File: config.mk
export PLATFORM = sky130hd
export DESIGN_NAME = pic_control
export DESIGN_NICKNAME = d
export VERILOG_FILES = /design/src/pic_ctrl_pkg.sv /design/src/pic_cmd_pkg.sv /design/src/pic_control.sv /design/src/ack_sequencer.sv /design/src/operation_regs.sv /design/src/init_sequencer.sv
export SDC_FILE = /design/constraint.sdc
export NUM_CORES = 1
export LEC_CHECK = 0
export ABC_AREA = 1
export BUFFER_PORTS_ARGS = -buffer_cell sky130_fd_sc_hd__buf_2
export CORE_ASPECT_RATIO = 0.9
export CORE_MARGIN = 2
export CORE_UTILIZATION = 48
export CTS_CLUSTER_SIZE = 28
export DETAILED_ROUTE_END_ITERATION = 8
export PLACE_DENSITY = 0.77
export SLEW_MARGIN = 20
export SYNTH_ARGS = -nofsm -noshare
export SYNTH_HDL_FRONTEND = slang
export SYNTH_HIERARCHICAL = 1
export SYNTH_SLANG_ARGS = --single-unit
export TNS_END_PERCENT = 10
File: constraint.sdc
create_clock -name clk -period 2.07 [get_ports clk]
set_input_delay 0.1035 -clock clk [delete_from_list [all_inputs] [get_ports clk]]
set_output_delay 0.1035 -clock clk [all_outputs]
set_load 0.005 [all_outputs]
File: src/pic_ctrl_pkg.sv
`default_nettype none

package pic_ctrl_pkg;

	typedef logic [7:0] level_t;
	typedef logic [2:0] level_num_t;

	// acknowledge / poll sequence
	typedef enum logic [1:0] {
		ack_idle   = 2'b00,
		ack_first  = 2'b01,
		ack_second = 2'b10,
		ack_poll   = 2'b11
	} ack_state_e;

	// settings captured by the init words
	typedef struct packed {
		logic [4:0] vector_base;
		logic       ltim;
		logic       aeoi;
		logic       operational;
	} init_cfg_t;

	// acknowledge sequencer events, each one cycle wide
	typedef struct packed {
		logic   latch_isr;
		logic   ack_end;
		logic   poll_end;
		level_t acked_level;
	} ack_events_t;

	// highest set bit wins, zero gives level 0
	function automatic level_num_t level_to_num(input level_t level);
		level_num_t num;
		num = '0;
		for (int i = 0; i < 8; i++) begin
			if (level[i]) begin
				num = level_num_t'(i);
			end
		end
		return num;
	endfunction

	function automatic level_t num_to_level(input level_num_t num);
		return level_t'(8'd1 << num);
	endfunction

endpackage

`default_nettype wire

File: src/pic_cmd_pkg.sv
`default_nettype none

package pic_cmd_pkg;

	// decoded write pulses from the bus interface
	typedef struct packed {
		logic write_icw1;
		logic write_icw2_4;
		logic write_ocw1;
		logic write_ocw2;
		logic write_ocw3;
	} cmd_strobes_t;

	// which ICW the next icw2_4 write is taken as
	typedef enum logic [1:0] {
		step_ready = 2'b00,
		step_icw2  = 2'b01,
		step_icw3  = 2'b10,
		step_icw4  = 2'b11
	} init_step_e;

	// OCW2 bits 7..5 (R, SL, EOI)
	typedef enum logic [2:0] {
		op_rotate_aeoi_clear      = 3'b000,
		op_nonspecific_eoi        = 3'b001,
		op_nop                    = 3'b010,
		op_specific_eoi           = 3'b011,
		op_rotate_aeoi_set        = 3'b100,
		op_rotate_nonspecific_eoi = 3'b101,
		op_set_priority           = 3'b110,
		op_rotate_specific_eoi    = 3'b111
	} ocw2_op_e;

	// ICW1 fields
	localparam int unsigned ICW1_IC4_BIT  = 0;
	localparam int unsigned ICW1_SNGL_BIT = 1;
	localparam int unsigned ICW1_LTIM_BIT = 3;

	// ICW4 fields
	localparam int unsigned ICW4_AEOI_BIT = 1;

	// OCW3 fields
	localparam int unsigned OCW3_RIS_BIT = 0;
	localparam int unsigned OCW3_RR_BIT  = 1;
	localparam int unsigned OCW3_P_BIT   = 2;

	// 8086 vector takes T7..T3 from ICW2
	localparam int unsigned VECTOR_BASE_LSB = 3;

endpackage

`default_nettype wire
File: src/pic_control.sv
`timescale 1ns/1ps
`default_nettype none

module pic_control (
	input  wire                         clk,
	input  wire                         rst_n,
	input  wire pic_cmd_pkg::cmd_strobes_t   strobes,
	input  wire [7:0]                   data_bus,
	input  wire                         inta,
	input  wire                         read,
	input  wire pic_ctrl_pkg::level_t        interrupt,
	input  wire pic_ctrl_pkg::level_t        highest_level_in_service,
	output logic                        int_req,
	output logic                        data_out_en,
	output logic [7:0]                  data_out,
	output pic_ctrl_pkg::level_t        interrupt_mask,
	output pic_ctrl_pkg::level_t        end_interrupt,
	output pic_ctrl_pkg::level_num_t    priority_rotate,
	output logic                        read_enable,
	output logic                        read_isr,
	output logic                        ltim,
	output logic                        freeze,
	output pic_ctrl_pkg::level_t        clear_interrupt_request
);

	pic_ctrl_pkg::init_cfg_t   cfg;
	pic_ctrl_pkg::ack_events_t events;
	logic                      poll_cmd;

	init_sequencer u_init_sequencer (
		.clk      (clk),
		.rst_n    (rst_n),
		.strobes  (strobes),
		.data_bus (data_bus),
		.cfg      (cfg)
	);

	operation_regs u_operation_regs (
		.clk                      (clk),
		.rst_n                    (rst_n),
		.strobes                  (strobes),
		.data_bus                 (data_bus),
		.cfg                      (cfg),
		.events                   (events),
		.highest_level_in_service (highest_level_in_service),
		.interrupt_mask           (interrupt_mask),
		.end_interrupt            (end_interrupt),
		.priority_rotate          (priority_rotate),
		.read_enable              (read_enable),
		.read_isr                 (read_isr),
		.poll_cmd                 (poll_cmd)
	);

	ack_sequencer u_ack_sequencer (
		.clk                      (clk),
		.rst_n                    (rst_n),
		.write_icw1               (strobes.write_icw1),
		.inta                     (inta),
		.read                     (read),
		.poll_cmd                 (poll_cmd),
		.cfg                      (cfg),
		.interrupt                (interrupt),
		.highest_level_in_service (highest_level_in_service),
		.events                   (events),
		.int_req                  (int_req),
		.freeze                   (freeze),
		.clear_interrupt_request  (clear_interrupt_request),
		.data_out_en              (data_out_en),
		.data_out                 (data_out)
	);

	// level or edge trigger select for the request register
	assign ltim = cfg.ltim;

endmodule

`default_nettype wire

File: src/ack_sequencer.sv
`timescale 1ns/1ps
`default_nettype none

module ack_sequencer (
	input  wire                        clk,
	input  wire                        rst_n,
	input  wire                        write_icw1,
	input  wire                        inta,
	input  wire                        read,
	input  wire                        poll_cmd,
	input  wire pic_ctrl_pkg::init_cfg_t    cfg,
	input  wire pic_ctrl_pkg::level_t       interrupt,
	input  wire pic_ctrl_pkg::level_t       highest_level_in_service,
	output pic_ctrl_pkg::ack_events_t  events,
	output logic                       int_req,
	output logic                       freeze,
	output pic_ctrl_pkg::level_t       clear_interrupt_request,
	output logic                       data_out_en,
	output logic [7:0]                 data_out
);

	logic                     inta_q;
	logic                     read_q;
	logic                     inta_fall;
	logic                     inta_rise;
	logic                     read_fall;
	logic                     latch_isr;
	logic                     ack_end;
	logic                     poll_end;
	pic_ctrl_pkg::ack_state_e state;
	pic_ctrl_pkg::ack_state_e fsm_next;
	pic_ctrl_pkg::ack_state_e state_next;
	pic_ctrl_pkg::level_t     acked_level;

	// previous pin levels for edge detect
	always_ff @(posedge clk or negedge rst_n) begin
		if (!rst_n) begin
			inta_q <= 1'b1;
			read_q <= 1'b1;
		end else begin
			inta_q <= inta;
			read_q <= read;
		end
	end

	assign inta_fall = inta_q & ~inta;
	assign inta_rise = ~inta_q & inta;
	assign read_fall = read_q & ~read;

	always_comb begin
		fsm_next = state;
		case (state)
			pic_ctrl_pkg::ack_idle: begin
				if (poll_cmd) begin
					fsm_next = pic_ctrl_pkg::ack_poll;
				end else if (inta_fall) begin
					fsm_next = pic_ctrl_pkg::ack_first;
				end
			end
			pic_ctrl_pkg::ack_first: begin
				if (inta_rise) begin
					fsm_next = pic_ctrl_pkg::ack_second;
				end
			end
			pic_ctrl_pkg::ack_second: begin
				if (inta_rise) begin
					fsm_next = pic_ctrl_pkg::ack_idle;
				end
			end
			default: begin
				if (read_fall) begin
					fsm_next = pic_ctrl_pkg::ack_idle;
				end
			end
		endcase
	end

	// ICW1 aborts any sequence in flight
	assign state_next = write_icw1 ? pic_ctrl_pkg::ack_idle : fsm_next;

	assign latch_isr = ~write_icw1 & (state == pic_ctrl_pkg::ack_idle) &
		(fsm_next != pic_ctrl_pkg::ack_idle);
	assign ack_end = ~write_icw1 & (state == pic_ctrl_pkg::ack_second) &
		(fsm_next == pic_ctrl_pkg::ack_idle);
	assign poll_end = ~write_icw1 & (state == pic_ctrl_pkg::ack_poll) &
		(fsm_next == pic_ctrl_pkg::ack_idle);

	always_ff @(posedge clk or negedge rst_n) begin
		if (!rst_n) begin
			state  <= pic_ctrl_pkg::ack_idle;
			freeze <= 1'b0;
		end else begin
			state  <= state_next;
			freeze <= (state_next != pic_ctrl_pkg::ack_idle);
		end
	end

	// level taken into service for this acknowledge
	always_ff @(posedge clk or negedge rst_n) begin
		if (!rst_n) begin
			acked_level <= '0;
		end else if (write_icw1 || ack_end || poll_end) begin
			acked_level <= '0;
		end else if (latch_isr) begin
			acked_level <= highest_level_in_service;
		end
	end

	// INT to the CPU
	always_ff @(posedge clk or negedge rst_n) begin
		if (!rst_n) begin
			int_req <= 1'b0;
		end else if (write_icw1) begin
			int_req <= 1'b0;
		end else if (interrupt != '0) begin
			int_req <= 1'b1;
		end else if (ack_end || poll_end) begin
			int_req <= 1'b0;
		end
	end

	always_comb begin
		if (write_icw1) begin
			clear_interrupt_request = '1;
		end else if (latch_isr) begin
			clear_interrupt_request = interrupt;
		end else begin
			clear_interrupt_request = '0;
		end
	end

	// 8086 vector on the second INTA pulse
	assign data_out_en = (state == pic_ctrl_pkg::ack_second) & ~inta;
	assign data_out = data_out_en ?
		{cfg.vector_base, pic_ctrl_pkg::level_to_num(acked_level)} : 8'h00;

	assign events.latch_isr   = latch_isr;
	assign events.ack_end     = ack_end;
	assign events.poll_end    = poll_end;
	assign events.acked_level = acked_level;

endmodule

`default_nettype wire

File: src/operation_regs.sv
`timescale 1ns/1ps
`default_nettype none

module operation_regs (
	input  wire                         clk,
	input  wire                         rst_n,
	input  wire pic_cmd_pkg::cmd_strobes_t   strobes,
	input  wire [7:0]                   data_bus,
	input  wire pic_ctrl_pkg::init_cfg_t     cfg,
	input  wire pic_ctrl_pkg::ack_events_t   events,
	input  wire pic_ctrl_pkg::level_t        highest_level_in_service,
	output pic_ctrl_pkg::level_t        interrupt_mask,
	output pic_ctrl_pkg::level_t        end_interrupt,
	output pic_ctrl_pkg::level_num_t    priority_rotate,
	output logic                        read_enable,
	output logic                        read_isr,
	output logic                        poll_cmd
);

	logic                  ocw1_wr;
	logic                  ocw2_wr;
	logic                  ocw3_wr;
	logic                  auto_rotate;
	pic_cmd_pkg::ocw2_op_e ocw2_op;
	pic_ctrl_pkg::level_t  eoi_mask;

	// OCWs count only once init is done
	assign ocw1_wr = strobes.write_ocw1 & cfg.operational;
	assign ocw2_wr = strobes.write_ocw2 & cfg.operational;
	assign ocw3_wr = strobes.write_ocw3 & cfg.operational;

	assign ocw2_op = pic_cmd_pkg::ocw2_op_e'(data_bus[7:5]);

	// EOI mask from the opcode
	always_comb begin
		case (ocw2_op)
			pic_cmd_pkg::op_nonspecific_eoi,
			pic_cmd_pkg::op_rotate_nonspecific_eoi: begin
				eoi_mask = highest_level_in_service;
			end
			pic_cmd_pkg::op_specific_eoi,
			pic_cmd_pkg::op_rotate_specific_eoi: begin
				eoi_mask = pic_ctrl_pkg::num_to_level(data_bus[2:0]);
			end
			default: begin
				eoi_mask = '0;
			end
		endcase
	end

	// OCW1 mask
	always_ff @(posedge clk or negedge rst_n) begin
		if (!rst_n) begin
			interrupt_mask <= '1;
		end else if (strobes.write_icw1) begin
			interrupt_mask <= '1;
		end else if (ocw1_wr) begin
			interrupt_mask <= data_bus;
		end
	end

	// one-cycle EOI pulse, AEOI takes precedence over a written OCW2
	always_ff @(posedge clk or negedge rst_n) begin
		if (!rst_n) begin
			end_interrupt <= '0;
		end else if (strobes.write_icw1) begin
			end_interrupt <= '0;
		end else if (cfg.aeoi && events.ack_end) begin
			end_interrupt <= events.acked_level;
		end else if (ocw2_wr) begin
			end_interrupt <= eoi_mask;
		end else begin
			end_interrupt <= '0;
		end
	end

	// rotate in AEOI mode
	always_ff @(posedge clk or negedge rst_n) begin
		if (!rst_n) begin
			auto_rotate <= 1'b0;
		end else if (strobes.write_icw1) begin
			auto_rotate <= 1'b0;
		end else if (ocw2_wr) begin
			if (ocw2_op == pic_cmd_pkg::op_rotate_aeoi_set) begin
				auto_rotate <= 1'b1;
			end else if (ocw2_op == pic_cmd_pkg::op_rotate_aeoi_clear) begin
				auto_rotate <= 1'b0;
			end
		end
	end

	// lowest priority level number
	always_ff @(posedge clk or negedge rst_n) begin
		if (!rst_n) begin
			priority_rotate <= 3'd7;
		end else if (strobes.write_icw1) begin
			priority_rotate <= 3'd7;
		end else if (auto_rotate && events.ack_end) begin
			priority_rotate <= pic_ctrl_pkg::level_to_num(events.acked_level);
		end else if (ocw2_wr) begin
			case (ocw2_op)
				pic_cmd_pkg::op_rotate_nonspecific_eoi: begin
					priority_rotate <= pic_ctrl_pkg::level_to_num(highest_level_in_service);
				end
				pic_cmd_pkg::op_set_priority,
				pic_cmd_pkg::op_rotate_specific_eoi: begin
					priority_rotate <= data_bus[2:0];
				end
				default: begin
					priority_rotate <= priority_rotate;
				end
			endcase
		end
	end

	// OCW3 register read select
	always_ff @(posedge clk or negedge rst_n) begin
		if (!rst_n) begin
			read_enable <= 1'b1;
			read_isr    <= 1'b0;
		end else if (strobes.write_icw1) begin
			read_enable <= 1'b1;
			read_isr    <= 1'b0;
		end else if (ocw3_wr) begin
			read_enable <= data_bus[pic_cmd_pkg::OCW3_RR_BIT];
			read_isr    <= data_bus[pic_cmd_pkg::OCW3_RIS_BIT];
		end
	end

	assign poll_cmd = ocw3_wr & data_bus[pic_cmd_pkg::OCW3_P_BIT];

endmodule

`default_nettype wire

File: src/init_sequencer.sv
`timescale 1ns/1ps
`default_nettype none

module init_sequencer (
	input  wire                       clk,
	input  wire                       rst_n,
	input  wire pic_cmd_pkg::cmd_strobes_t strobes,
	input  wire [7:0]                 data_bus,
	output pic_ctrl_pkg::init_cfg_t   cfg
);

	pic_cmd_pkg::init_step_e step;
	logic                    single_mode;
	logic                    icw4_needed;
	logic                    ltim;
	logic                    aeoi;
	logic [4:0]              vector_base;

	// step machine for ICW2..ICW4
	always_ff @(posedge clk or negedge rst_n) begin
		if (!rst_n) begin
			step <= pic_cmd_pkg::step_ready;
		end else if (strobes.write_icw1) begin
			step <= pic_cmd_pkg::step_icw2;
		end else if (strobes.write_icw2_4) begin
			case (step)
				pic_cmd_pkg::step_icw2: begin
					if (!single_mode) begin
						step <= pic_cmd_pkg::step_icw3;
					end else if (icw4_needed) begin
						step <= pic_cmd_pkg::step_icw4;
					end else begin
						step <= pic_cmd_pkg::step_ready;
					end
				end
				// slave map is dropped, the byte only moves the step on
				pic_cmd_pkg::step_icw3: begin
					if (icw4_needed) begin
						step <= pic_cmd_pkg::step_icw4;
					end else begin
						step <= pic_cmd_pkg::step_ready;
					end
				end
				default: begin
					step <= pic_cmd_pkg::step_ready;
				end
			endcase
		end
	end

	// ICW1 flags
	always_ff @(posedge clk or negedge rst_n) begin
		if (!rst_n) begin
			single_mode <= 1'b1;
			icw4_needed <= 1'b0;
			ltim        <= 1'b0;
		end else if (strobes.write_icw1) begin
			single_mode <= data_bus[pic_cmd_pkg::ICW1_SNGL_BIT];
			icw4_needed <= data_bus[pic_cmd_pkg::ICW1_IC4_BIT];
			ltim        <= data_bus[pic_cmd_pkg::ICW1_LTIM_BIT];
		end
	end

	// vector base from ICW2, AEOI from ICW4
	always_ff @(posedge clk or negedge rst_n) begin
		if (!rst_n) begin
			vector_base <= '0;
			aeoi        <= 1'b0;
		end else if (strobes.write_icw1) begin
			vector_base <= '0;
			aeoi        <= 1'b0;
		end else if (strobes.write_icw2_4) begin
			if (step == pic_cmd_pkg::step_icw2) begin
				vector_base <= data_bus[7:pic_cmd_pkg::VECTOR_BASE_LSB];
			end
			if (step == pic_cmd_pkg::step_icw4) begin
				aeoi <= data_bus[pic_cmd_pkg::ICW4_AEOI_BIT];
			end
		end
	end

	assign cfg.vector_base = vector_base;
	assign cfg.ltim        = ltim;
	assign cfg.aeoi        = aeoi;
	assign cfg.operational = (step == pic_cmd_pkg::step_ready);

endmodule

`default_nettype wire

==> impl_metrics.ini <==
[status]
outcome = complete, no violations

[cts]
ctsLongestPathBuffers = 2
htree_levels = 2
cts_tree = done
clock_sinks = 47
numCtsBuffers = 5
clk_latency_ns = 0.30
root_buffer = clkbuf_8
clk_pin_slew_ns = 0.09

[floorplan]
ios = 74
coreArea_um2 = 5600
num_rows = 26
fp.dieArea_um2 = 6320
die_x_um = 83.6
fp.dieH_um = 75.6
start_util = 0.489

[timing]
finalMaxSlewViolations = 0
finalCriticalPeriod_ns = 2.07
timing.hold.ws_ns = 0.0477
fmax_mhz = 484
fin_skew_ns = 0.00917
rsz0062_at_grt = true
period_share = 0.998
hold_viol = 0
tightest_slew_ns = 0.702
finalSetupViolCount = 0
finalWorstSetupSlack_ns = 0.00421
slew-limit-headroom = 0.532

[critical_path]
r2r_slack_ns = 0.004
worst-endpoint-required_ns = 2.31
path_max_fanout = 6
r2r-end = u_operation_regs/priority_rotate[0]
startpoint_type = register
critPathKind = register to register
crit_path_end = u_operation_regs/priority_rotate[0]
r2r_cells = 17
cp.arrival_ns = 2.30
worstSetupEndpointType = register
r2r_start = u_init_sequencer/step[1]
cp-startpoint = u_init_sequencer/step[1]

[placement]
dp_hpwl_mm = 5.53
io_buffers = 73
place.gp.congestion = 0.945
placed_cells = 515
pre_cts_ws_ns = 0.00503

[pwr]
power_uw = 2380
leakagePower_uw = 0.00189
ir_worst_vdd_mv = 0.336
power_density_nw_per_um2 = 679

[min_path]
hp-start = data_bus[3]
min_path_type = input port to register

[routing]
first_pass_iters = 6
ant_nets = 0
drt_wl_total_mm = 7.58
routedWlPerCell_um = 14.1
drt_iter0_markers = 243
drc = 0
via_per_inst = 5.12
dr_total_vias = 2748

[global_routing]
antenna_found_initial = 0
grt_max_degree = 33
overflow = 0
grt_usage = 0.233
first_global_vias = 2426
grt_pass1_wl_mm = 11.6

[yosys]
syn-mean-instance-area_um2 = 7.37
ys_warn_count = 6
syn-instance-count = 371
synthesis.area_um2 = 2740
synth_nets = 408

[layout]
num_antenna_cells = 0
layout_commonest_cell = nand2_1
area.growth.synth_to_final_pct = 28.4
final_cell_mix = nand2_1, buf_2, inv_1, dfrtp_1, nor2_1
final_cells = 537
drive_gt1_frac = 0.328
nNetsFinal = 503

[flow_run]
max-cap-violations = 0
==> what timing repair did <==
item,in CTS,in global routing
gates resized for setup,2,13
hold buffers,3,0
endpoints found under the setup margin,9,19
pin swaps,1,15
setup buffers,0,11
hold endpoints to repair,17,0
==> layout make-up <==
cell class              instances  area [um2]
clock buffers                   6        82.6
clock inverters                 2        35.0
fillers                       490        2080
inverters                      59         239
multi-input cells             258        1330
flip-flops and latches         47        1190
well taps                      70        87.6
repair buffers                 95         546
==> where the power goes <==
part	total [uW]	internal [uW]	switching, uW
registers	1070	1000	65.9
clock network	705	391	314
logic	610	244	366
==> per-layer routing <==
| metal | global-route usage | part of all wire | vias up |
|---|---|---|---|
| met3 | 0.0520 | 0.076 | 12 |
| li1 | - | - | 1351 |
| met2 | 0.397 | 0.47 | 131 |
| met5 | 0 | 0 | - |
| met1 | 0.308 | 0.44 | 1254 |
| met4 | 0.0591 | 0.017 | 0 |
==> how the worst min path moves through the flow <==
| stage | slack, ns | end | depth (start not counted) |
|---|---|---|---|
| after detailed placement | 0.20 | u_init_sequencer/step[1] | 1 |
| after global placement | 0.21 | u_init_sequencer/ltim | 1 |
| after global routing | 0.07 | u_init_sequencer/vector_base[1] | 3 |
| after floorplan | -0.19 | u_ack_sequencer/acked_level[0] | 0 |
| after CTS | 0.04 | u_init_sequencer/ltim | 3 |
| final | 0.05 | u_init_sequencer/ltim | 3 |
==> sequential cells by signal, indices dropped and copies added, names as in the netlist, 2 cells and up <==
signal	flops
u_ack_sequencer/state	2
u_ack_sequencer/acked_level	8
u_init_sequencer/step	2
u_operation_regs/interrupt_mask	8
u_init_sequencer/vector_base	5
u_operation_regs/end_interrupt	8
u_operation_regs/priority_rotate	3
==> through the flow <==
| stage | cell area [um2] | setup TNS (ns) | util |
|---|---|---|---|
| floorplan | 2760 | -0.0675 | - |
| global placement | 3240 | 0 | 0.578 |
| detailed placement | 3240 | 0 | 0.578 |
| CTS | 3390 | 0 | 0.607 |
| global route | 3510 | -0.376 | 0.628 |
| finish | 3510 | 0 | 0.628 |
==> worst max-delay path, cell delays in order (launching register included) <==
cell and delay, ns:
dfrtp_1 0.40, inv_2 0.09, ha_4 0.15, nand2_4 0.05, nor2_4 0.08, inv_2 0.06
nand2_2 0.09, nand3_2 0.10, nand2_4 0.09, a21oi_2 0.03, nand2_1 0.07, nor2_2 0.05
nand2_2 0.10, nand2_4 0.06, a31o_4 0.24, or2_0 0.22, nand2_1 0.06, inv_1 0.04
Power figures use the tool's default switching activity.
